File: config.mk
export PLATFORM = sky130hd
export DESIGN_NAME = uart_mem_bridge
export DESIGN_NICKNAME = d
export VERILOG_FILES = /design/src/rtl/uart_mem_pkg.sv /design/src/rtl/uart_mem_bridge.sv /design/src/rtl/uart_mem_ctrl.sv /design/src/rtl/uart_rx.sv /design/src/rtl/uart_tx.sv
export SDC_FILE = /design/constraint.sdc
export NUM_CORES = 1
export LEC_CHECK = 0
export BUFFER_PORTS_ARGS = -buffer_cell sky130_fd_sc_hd__buf_4
export CAP_MARGIN = 20
export CORE_ASPECT_RATIO = 0.7
export CORE_MARGIN = 2
export CORE_UTILIZATION = 50
export CTS_CLUSTER_DIAMETER = 40
export CTS_CLUSTER_SIZE = 8
export DETAILED_ROUTE_END_ITERATION = 6
export PLACE_DENSITY = 0.66
export SYNTH_ARGS = -nofsm -noshare
export SYNTH_HDL_FRONTEND = slang
export SYNTH_HIERARCHICAL = 1
export SYNTH_SLANG_ARGS = --single-unit
File: constraint.sdc
create_clock -name clk -period 7.3 [get_ports clk]
set_input_delay 1.46 -clock clk [delete_from_list [all_inputs] [get_ports clk]]
set_output_delay 1.46 -clock clk [all_outputs]
set_load 0.02 [all_outputs]
File: src/rtl/uart_mem_pkg.sv
package uart_mem_pkg;

    // ======================================================================
    // Client command and response.
    // ======================================================================

    // One client request. The data word is ignored on a read.
    typedef struct packed {
        logic        write;
        logic [31:0] addr;
        logic [31:0] wdata;
    } mem_cmd_t;

    // One result. The data word is zero for writes and for timeouts.
    typedef struct packed {
        logic [31:0] rdata;
        logic        timeout;
    } mem_rsp_t;

    // ======================================================================
    // Serial protocol.
    // ======================================================================

    // First byte of every command on the serial line.
    localparam logic [7:0] op_read  = 8'h00;
    localparam logic [7:0] op_write = 8'h01;

    // 27 MHz clock at 115200 baud.
    localparam logic [15:0] def_clks_per_bit = 16'd234;

    // Cycles allowed between reply bytes, a little over 20 byte times at the default rate.
    localparam logic [23:0] def_reply_timeout = 24'd50000;

endpackage

File: src/rtl/uart_mem_bridge.sv
`timescale 1ns/1ps

module uart_mem_bridge #(
    parameter logic [15:0] clks_per_bit  = uart_mem_pkg::def_clks_per_bit,
    parameter logic [23:0] reply_timeout = uart_mem_pkg::def_reply_timeout
) (
    input  logic                   clk,
    input  logic                   rst_n,
    input  logic                   cmd_req,
    input  uart_mem_pkg::mem_cmd_t cmd,
    output logic                   cmd_ack,
    output uart_mem_pkg::mem_rsp_t rsp,
    input  logic                   uart_rx,
    output logic                   uart_tx
);

    logic       tx_req;
    logic [7:0] tx_byte;
    logic       tx_ack;
    logic [7:0] rx_byte;
    logic       rx_valid;

    uart_mem_ctrl #(
        .reply_timeout(reply_timeout)
    ) i_uart_mem_ctrl (
        .clk     (clk),
        .rst_n   (rst_n),
        .cmd_req (cmd_req),
        .cmd     (cmd),
        .cmd_ack (cmd_ack),
        .rsp     (rsp),
        .tx_req  (tx_req),
        .tx_byte (tx_byte),
        .tx_ack  (tx_ack),
        .rx_byte (rx_byte),
        .rx_valid(rx_valid)
    );

    uart_tx #(
        .clks_per_bit(clks_per_bit)
    ) i_uart_tx (
        .clk    (clk),
        .rst_n  (rst_n),
        .tx_req (tx_req),
        .tx_byte(tx_byte),
        .tx_ack (tx_ack),
        .uart_tx(uart_tx)
    );

    uart_rx #(
        .clks_per_bit(clks_per_bit)
    ) i_uart_rx (
        .clk     (clk),
        .rst_n   (rst_n),
        .uart_rx (uart_rx),
        .rx_byte (rx_byte),
        .rx_valid(rx_valid)
    );

endmodule

File: src/rtl/uart_mem_ctrl.sv
`timescale 1ns/1ps

module uart_mem_ctrl #(
    parameter logic [23:0] reply_timeout = uart_mem_pkg::def_reply_timeout
) (
    input  logic                  clk,
    input  logic                  rst_n,
    input  logic                  cmd_req,
    input  uart_mem_pkg::mem_cmd_t cmd,
    output logic                  cmd_ack,
    output uart_mem_pkg::mem_rsp_t rsp,
    output logic                  tx_req,
    output logic [7:0]            tx_byte,
    input  logic                  tx_ack,
    input  logic [7:0]            rx_byte,
    input  logic                  rx_valid
);

    typedef enum logic [2:0] {
        S_IDLE,
        S_SEND,
        S_WAIT_ACK,
        S_REPLY,
        S_DONE
    } ctrl_state_t;

    ctrl_state_t            state;
    uart_mem_pkg::mem_cmd_t cmd_q;
    logic [3:0]             byte_cnt;
    logic [3:0]             last_byte;
    logic [7:0]             next_byte;
    logic [31:0]            reply_word;
    logic [23:0]            timer;

    // ======================================================================
    // Outgoing byte selection.
    // ======================================================================

    // Byte 0 is the opcode, 1 to 4 the address and 5 to 8 the write data,
    // both most significant byte first.
    always_comb begin
        case (byte_cnt)
            4'd0:    next_byte = cmd_q.write ? uart_mem_pkg::op_write : uart_mem_pkg::op_read;
            4'd1:    next_byte = cmd_q.addr[31:24];
            4'd2:    next_byte = cmd_q.addr[23:16];
            4'd3:    next_byte = cmd_q.addr[15:8];
            4'd4:    next_byte = cmd_q.addr[7:0];
            4'd5:    next_byte = cmd_q.wdata[31:24];
            4'd6:    next_byte = cmd_q.wdata[23:16];
            4'd7:    next_byte = cmd_q.wdata[15:8];
            default: next_byte = cmd_q.wdata[7:0];
        endcase
    end

    assign last_byte = cmd_q.write ? 4'd8 : 4'd4;

    always_ff @(posedge clk) begin
        if (state == S_IDLE && cmd_req) begin
            cmd_q <= cmd;
        end
        if (state == S_SEND && !tx_ack) begin
            tx_byte <= next_byte;
        end
        if (state == S_REPLY && rx_valid) begin
            reply_word <= {reply_word[23:0], rx_byte};
        end
    end

    // ======================================================================
    // Command sequencing.
    // ======================================================================

    always_ff @(posedge clk or negedge rst_n) begin
        if (!rst_n) begin
            state    <= S_IDLE;
            byte_cnt <= '0;
            timer    <= '0;
            tx_req   <= 1'b0;
            cmd_ack  <= 1'b0;
            rsp      <= '0;
        end else begin
            case (state)
                S_IDLE: begin
                    if (cmd_req) begin
                        byte_cnt <= '0;
                        rsp      <= '0;
                        state    <= S_SEND;
                    end
                end
                S_SEND: begin
                    // The previous exchange must be fully closed first.
                    if (!tx_ack) begin
                        tx_req <= 1'b1;
                        state  <= S_WAIT_ACK;
                    end
                end
                S_WAIT_ACK: begin
                    if (tx_ack) begin
                        tx_req <= 1'b0;
                        if (byte_cnt != last_byte) begin
                            byte_cnt <= byte_cnt + 4'd1;
                            state    <= S_SEND;
                        end else if (cmd_q.write) begin
                            cmd_ack <= 1'b1;
                            state   <= S_DONE;
                        end else begin
                            byte_cnt <= '0;
                            timer    <= '0;
                            state    <= S_REPLY;
                        end
                    end
                end
                S_REPLY: begin
                    if (rx_valid) begin
                        timer    <= '0;
                        byte_cnt <= byte_cnt + 4'd1;
                        if (byte_cnt == 4'd3) begin
                            rsp.rdata <= {reply_word[23:0], rx_byte};
                            cmd_ack   <= 1'b1;
                            state     <= S_DONE;
                        end
                    end else if (timer == reply_timeout - 24'd1) begin
                        // Give up on the reply; rdata stays zero.
                        rsp.timeout <= 1'b1;
                        cmd_ack     <= 1'b1;
                        state       <= S_DONE;
                    end else begin
                        timer <= timer + 24'd1;
                    end
                end
                default: begin
                    // Hold the response until the client lets go.
                    if (!cmd_req) begin
                        cmd_ack <= 1'b0;
                        state   <= S_IDLE;
                    end
                end
            endcase
        end
    end

endmodule

File: src/rtl/uart_rx.sv
`timescale 1ns/1ps

module uart_rx #(
    parameter logic [15:0] clks_per_bit = uart_mem_pkg::def_clks_per_bit
) (
    input  logic       clk,
    input  logic       rst_n,
    input  logic       uart_rx,
    output logic [7:0] rx_byte,
    output logic       rx_valid
);

    localparam logic [15:0] half_bit = clks_per_bit >> 1;

    typedef enum logic [2:0] {
        S_IDLE,
        S_START,
        S_DATA,
        S_STOP,
        S_WAIT_IDLE
    } rx_state_t;

    rx_state_t   state;
    logic [1:0]  sync;
    logic        rx_prev;
    logic [15:0] bit_cnt;
    logic [2:0]  bit_idx;
    logic [7:0]  shift;

    assign rx_byte = shift;

    // Two-flop synchronizer, plus one more flop for edge detection.
    always_ff @(posedge clk or negedge rst_n) begin
        if (!rst_n) begin
            sync    <= 2'b11;
            rx_prev <= 1'b1;
        end else begin
            sync    <= {sync[0], uart_rx};
            rx_prev <= sync[1];
        end
    end

    always_ff @(posedge clk or negedge rst_n) begin
        if (!rst_n) begin
            state    <= S_IDLE;
            bit_cnt  <= '0;
            bit_idx  <= '0;
            rx_valid <= 1'b0;
        end else begin
            rx_valid <= 1'b0;
            case (state)
                S_IDLE: begin
                    if (rx_prev && !sync[1]) begin
                        state   <= S_START;
                        bit_cnt <= '0;
                    end
                end
                S_START: begin
                    // A glitch that is gone by mid-bit is not a start bit.
                    if (bit_cnt == half_bit - 16'd1) begin
                        bit_cnt <= '0;
                        bit_idx <= '0;
                        state   <= sync[1] ? S_IDLE : S_DATA;
                    end else begin
                        bit_cnt <= bit_cnt + 16'd1;
                    end
                end
                S_DATA: begin
                    if (bit_cnt == clks_per_bit - 16'd1) begin
                        bit_cnt <= '0;
                        bit_idx <= bit_idx + 3'd1;
                        if (bit_idx == 3'd7) begin
                            state <= S_STOP;
                        end
                    end else begin
                        bit_cnt <= bit_cnt + 16'd1;
                    end
                end
                S_STOP: begin
                    if (bit_cnt == clks_per_bit - 16'd1) begin
                        bit_cnt  <= '0;
                        rx_valid <= sync[1];
                        state    <= sync[1] ? S_IDLE : S_WAIT_IDLE;
                    end else begin
                        bit_cnt <= bit_cnt + 16'd1;
                    end
                end
                default: begin
                    if (sync[1]) begin
                        state <= S_IDLE;
                    end
                end
            endcase
        end
    end

    // Data bits arrive LSB first, so they shift in from the top.
    always_ff @(posedge clk) begin
        if (state == S_DATA && bit_cnt == clks_per_bit - 16'd1) begin
            shift <= {sync[1], shift[7:1]};
        end
    end

endmodule

File: src/rtl/uart_tx.sv
`timescale 1ns/1ps

module uart_tx #(
    parameter logic [15:0] clks_per_bit = uart_mem_pkg::def_clks_per_bit
) (
    input  logic       clk,
    input  logic       rst_n,
    input  logic       tx_req,
    input  logic [7:0] tx_byte,
    output logic       tx_ack,
    output logic       uart_tx
);

    // The frame goes out from bit 0: start bit, data LSB first, stop bit.
    // Ones are shifted in behind it, so the line returns to idle by itself.
    logic [9:0]  frame;
    logic [15:0] bit_cnt;
    logic [3:0]  bit_idx;
    logic        busy;

    assign uart_tx = frame[0];

    always_ff @(posedge clk or negedge rst_n) begin
        if (!rst_n) begin
            frame   <= '1;
            bit_cnt <= '0;
            bit_idx <= '0;
            busy    <= 1'b0;
            tx_ack  <= 1'b0;
        end else begin
            if (!busy) begin
                if (tx_req && !tx_ack) begin
                    frame   <= {1'b1, tx_byte, 1'b0};
                    bit_cnt <= '0;
                    bit_idx <= '0;
                    busy    <= 1'b1;
                end else if (!tx_req) begin
                    tx_ack <= 1'b0;
                end
            end else if (bit_cnt == clks_per_bit - 16'd1) begin
                bit_cnt <= '0;
                frame   <= {1'b1, frame[9:1]};
                if (bit_idx == 4'd9) begin
                    // The stop bit has been on the line for a full bit time.
                    busy   <= 1'b0;
                    tx_ack <= 1'b1;
                end else begin
                    bit_idx <= bit_idx + 4'd1;
                end
            end else begin
                bit_cnt <= bit_cnt + 16'd1;
            end
        end
    end

endmodule

== Word-level counts from Yosys, hierarchy flattened ==
Index checks and enable logic that the tools add are counted.
Storage, ports and cells
  bits in registers: 229
  input port bits: 69
  output and inout bits: 35
Operators by class
  add/subtract/negate cells: 6
  equality and inequality tests: 46
  muxes and demuxes: 78
  bitwise operators: 1
  reduce and logical (&&, ||, !) cells: 34
Operators with widths (count)
  $mux W24: 5
  $mux W16: 6
  $pmux W33 S2: 1
  $mux W32: 2
  $pmux W8 S8: 1
  $mux W3: 18
  $pmux W16 S3: 1
  $pmux W24 S2: 1
  $mux W4: 10
  $mux W33: 1
  $add A16 B1 Y16 const B: 2
  $eq A16 B8 Y1 const B: 2
  $mux W10: 3
  $add A24 B1 Y24 const B: 1
  $eq A24 B16 Y1 const B: 1
  $pmux W3 S4: 2
  $mux W1: 22
  $ne A2 B1 Y1 const B: 10
  $ne A2 B2 Y1 const B: 10
  $eq A16 B7 Y1 const B: 1
  $eq A4 B3 Y1 const B: 4
  $eq A3 B2 Y1 const B: 4
  $pmux W4 S3: 1
  $reduce_and A4 Y1: 3
  30 further kinds: 53

== Depth between registers and ports, before layout ==
  word-level depth: 5
  depth in mapped cells: 8

== Hierarchy ==
Netlist, hierarchy kept.
Modules (own cells, without submodules)
  uart_mem_ctrl: instances 1, cells each 550, area each 6755.2 um2
  uart_tx: instances 1, cells each 189, area each 1771.7 um2
  uart_rx: instances 1, cells each 147, area each 1672.9 um2

== Worst setup path after synthesis ==
Ideal clock, no wire load.
  kind: input -> register
  start: input cmd_req
  end: register, netlist name i_uart_mem_ctrl/rsp[3]
  library setup time: 0.137 ns
  arrival: 6.146 ns
  required time: 7.163 ns
  slack: 1.018 ns
  cell stages on the path: 5
  cells stage by stage: nor4b_2 > o21ai_2 > clkbuf_1 > nand2_1 > o21ai_0
On the way
  word-level cells in the longest chain between the ends: 2
RTL lines
  start: declaration: line uart_mem_bridge.sv:9  | input logic cmd_req,
  $ne A2 B2 Y1 (no line)
  $reduce_and A4 Y1 (no line)
Every way passes these cells.
A chain may end at the register's enable or synchronous reset.

== Final worst setup path ==
  start: register i_uart_mem_ctrl.state[0]
  end: register, netlist name i_uart_mem_ctrl/rsp[14]
On the way
  word-level cells in the longest chain between the ends: 3
  elaborated cells between the ends (all ways): 8
RTL lines
  start: declaration: line uart_mem_ctrl.sv:27  | ctrl_state_t state;
  start signal: assignment: line uart_mem_ctrl.sv:75  | state <= S_IDLE;
  start signal: assignment: line uart_mem_ctrl.sv:87  | state <= S_SEND;
  start signal: assignment: line uart_mem_ctrl.sv:94  | state <= S_WAIT_ACK;
  $eq A3 B2 Y1 or $logic_not A3 Y1 (tied branches): line uart_mem_ctrl.sv:82  | case (state)
  $ne A2 B2 Y1 (no line), or another cell as far along
  $reduce_and A4 Y1 (no line)
Parallel ways exist; a longest one is shown, timed or not.

==> impl_metrics.env <==
export IMPL_cp_start_kind="flip-flop"
export IMPL_ios=104
export IMPL_min_period_ns=2.71
export IMPL_grt_pass1_wl_um=34600
export IMPL_r2r_cells=5
export IMPL_nNetsFinal=1078
export IMPL_run_status="complete, no violations"
export IMPL_holdCritPathClass="flip-flop to flip-flop"
export IMPL_arrival_ns=3.06
export IMPL_cts_tree="done"
export IMPL_rr_endpoint="i_uart_mem_ctrl/rsp[14]"
export IMPL_numCtsBuffers=38
export IMPL_cp_max_fo=64
export IMPL_netlist_instances=886
export IMPL_drt_pass1_iter_count=5
export IMPL_synth_warnings=6
export IMPL_ys_seq_area_share_pct=61.2
export IMPL_drive_gt1_share_pct=19.6
export IMPL_cts_setup_buffers=0
export IMPL_powerDensity_nw_per_um2=366
export IMPL_fin_crit_sh_pct=37.1
export IMPL_hold_violations=0
export IMPL_worst_pin_slew_ns=1.06
export IMPL_antenna_found_initial=0
export IMPL_via_count=7275
export IMPL_synth_edf_count=105
export IMPL_setup_viol=0
export IMPL_wl_um=21200
export IMPL_die_h_um=123
export IMPL_cts_buffer_depth=3
export IMPL_die_w_um=175
export IMPL_worst_setup_path_type="flip-flop to flip-flop"
export IMPL_root_buffer="clkbuf_16"
export IMPL_async_flop_share_pct=53.9
export IMPL_crit_start="i_uart_mem_ctrl/state[0]"
export IMPL_place_congestion=0.840
export IMPL_row_count=43
export IMPL_portBuffers=103
export IMPL_reg2reg_slack_ns=4.59
export IMPL_path_cells="and3b_2, nand2b_1, o21ai_4, buf_4, o21ai_0"
export IMPL_timing_rr_start="i_uart_mem_ctrl/state[0]"
export IMPL_cap_violations=0
export IMPL_power_mw=4.50
export IMPL_syn_nets=969
export IMPL_ctsHoldBuffers=0
export IMPL_grt_usage_pct=20.0
export IMPL_synthDistinctLibCells=80
export IMPL_grt_max_degree=73
export IMPL_drtIter0Drc=608
export IMPL_ys_seq_elements=228
export IMPL_crit_slowest_cell="and3b_2"
export IMPL_diodes=0
export IMPL_syn_area_um2=10200
export IMPL_ctsResizeCount=0
export IMPL_fin_skew_ns=0.0215
export IMPL_start_util_pct=51.2
export IMPL_fin_tns_setup_ns=0
export IMPL_numClockSinks=228
export IMPL_avgViaCountPerCell=5.62
export IMPL_grt_pass1_vias=6637
export IMPL_slew_headroom_pct=29.0
export IMPL_rsz0062_at_grt="false"
export IMPL_core_area_um2=19900
export IMPL_hpwl_um=13700
export IMPL_p_leak_nw=4.99
export IMPL_wl_per_cell_um=16.4
export IMPL_maxSlewViolCount=0
export IMPL_worstSetupEndpoint="i_uart_mem_ctrl/rsp[14]"
export IMPL_synthToLayoutAreaGrowth_pct=20.7
export IMPL_drc=0
export IMPL_cts_reportedPaths_clkPinSlew_ns=0.05
export IMPL_clk_latency_ns=0.51
export IMPL_slowest_delay_ns=0.71
export IMPL_drtAntennaViolNets=0
export IMPL_htreeDepth=2
export IMPL_critPathRequiredTime_ns=7.66
export IMPL_crit_path_end_kind="flip-flop"
export IMPL_syn_avg_cell_area_um2=11.5
export IMPL_gr_total_overflow=0
export IMPL_fill_cells=1603
export IMPL_fmax_ghz=0.369
export IMPL_ys_flop_type="dfrtp_1"
export IMPL_ir_drop_mv=0.197
export IMPL_die_area_um2=21600
through the flow:
stage,worst slack [ns],instances,cell area [um2],hold WS (ns),utilization (%)
6_report,4.59,1294,12300,0.357,61.8
3_5_place_dp,4.31,1225,11200,0.348,56.1
2_1_floorplan,1.02,886,10200,0.345,-
3_3_place_gp,4.31,1225,11200,0.347,56.1
4_1_cts,4.56,1294,12300,0.356,61.8
5_1_grt,4.36,1294,12300,0.362,61.8
kinds of logic (layout without fill, tap and decap cells):
kind of cell,after synthesis,count (layout),share of synthesized area (%)
buffers and inverters,68,206,3.09
and+or+nand+nor,310,310,16.5
adders and majority gates,14,14,1.72
DFF,228,228,61.2
AOI/OAI and AO/OA,245,245,15.3
xor gates and xnor gates,7,7,0.601
muxes,14,14,1.47
critical path: cells and delay by family (launching register included):
family,cells,cell delay [ns]
buf+inv,1,0.46
simple gates,2,1.15
flops,1,0.58
compound gates,2,0.34
Yosys cell counts (7+ instances only):
master,n,area share (%)
ha_1,14,1.7
or4_1,7,0.52
or3_1,9,0.55
inv_1,27,0.99
and3_1,8,0.49
o21ai_1,15,0.74
a31oi_1,23,1.4
o211ai_1,11,0.81
mux2i_1,9,0.88
dfstp_2,12,3.1
o31ai_1,7,0.52
nor3_1,13,0.64
a22oi_1,14,1.0
nand3_1,37,1.8
nor2_1,31,1.1
xor2_1,7,0.60
a21o_1,7,0.52
clkbuf_1,25,0.92
buf_2,7,0.34
o21ai_0,78,3.8
nand2b_1,10,0.61
a21oi_1,41,2.0
dfrtp_1,111,27
edfxtp_1,105,31
nand2_1,123,4.5
nand4_1,14,0.86
flip-flops by register name, summed over array words and instances (netlist names), 2 cells and up:
signal                      count
i_uart_mem_ctrl/cmd_q          65
i_uart_mem_ctrl/rsp            33
i_uart_mem_ctrl/timer          24
i_uart_mem_ctrl/byte_cnt        4
i_uart_rx/sync                  2
i_uart_tx/frame                 9
i_uart_rx/bit_idx               3
i_uart_rx/bit_cnt              16
i_uart_tx/bit_cnt              16
i_uart_mem_ctrl/state           3
i_uart_rx/state                 3
i_uart_tx/bit_idx               4
i_uart_rx/rx_byte               8
i_uart_mem_ctrl/tx_byte         8
i_uart_mem_ctrl/reply_word     24
worst min path at each step:
stage,cells past startpoint,slack [ns],startpoint,end
floorplan,0,0.35,i_uart_rx/sync[0],i_uart_rx/sync[1]
global placement,0,0.35,i_uart_rx/sync[0],i_uart_rx/sync[1]
detailed placement,0,0.35,i_uart_rx/sync[0],i_uart_rx/sync[1]
CTS,0,0.36,i_uart_rx/sync[0],i_uart_rx/sync[1]
global route,0,0.36,i_uart_rx/sync[0],i_uart_rx/sync[1]
finish,0,0.36,i_uart_rx/sync[0],i_uart_rx/sync[1]
cell usage in the layout (no fill, tap or decap), types with 7 or more instances in the layout:
cell type	instances
clkbuf_1	21
buf_4	110
o21ai_1	15
nand4_1	14
inv_1	27
a21o_1	7
a31oi_1	23
o31ai_1	7
edfxtp_1	105
ha_1	14
a21oi_1	41
o21ai_0	78
xor2_1	7
nand2_1	123
or3_1	9
nand2b_1	10
dfrtp_1	111
dfstp_2	12
clkbuf_16	39
mux2i_1	9
nand3_1	37
nor3_1	13
and3_1	8
a22oi_1	14
or4_1	7
nor2_1	31
o211ai_1	11
where the power goes:
group	internal [mW]	switching (mW)
sequential	1.64	0.205
combinational	0.414	0.655
clock	1.00	0.580
total	3.06	1.44
cell type report:
class	instances	area (um2)	area share (%)
Tap cell	270	338	2.74
Clock inverter	8	77.6	0.630
Timing Repair Buffer	110	826	6.71
Multi-Input combinational cell	590	3650	29.7
Sequential cell	228	6250	50.7
Clock buffer	61	1070	8.68
Inverter	27	101	0.823
routing by layer:
layer  GRT usage [%]  vias up  wire length (um)
li1                -     3548                 -
met1            32.7     3489             10900
met2            26.6      209              8610
met3            3.94       29              1350
met4            5.36        0               293
met5               0        -                 0
Power figures use the tool's default switching activity.
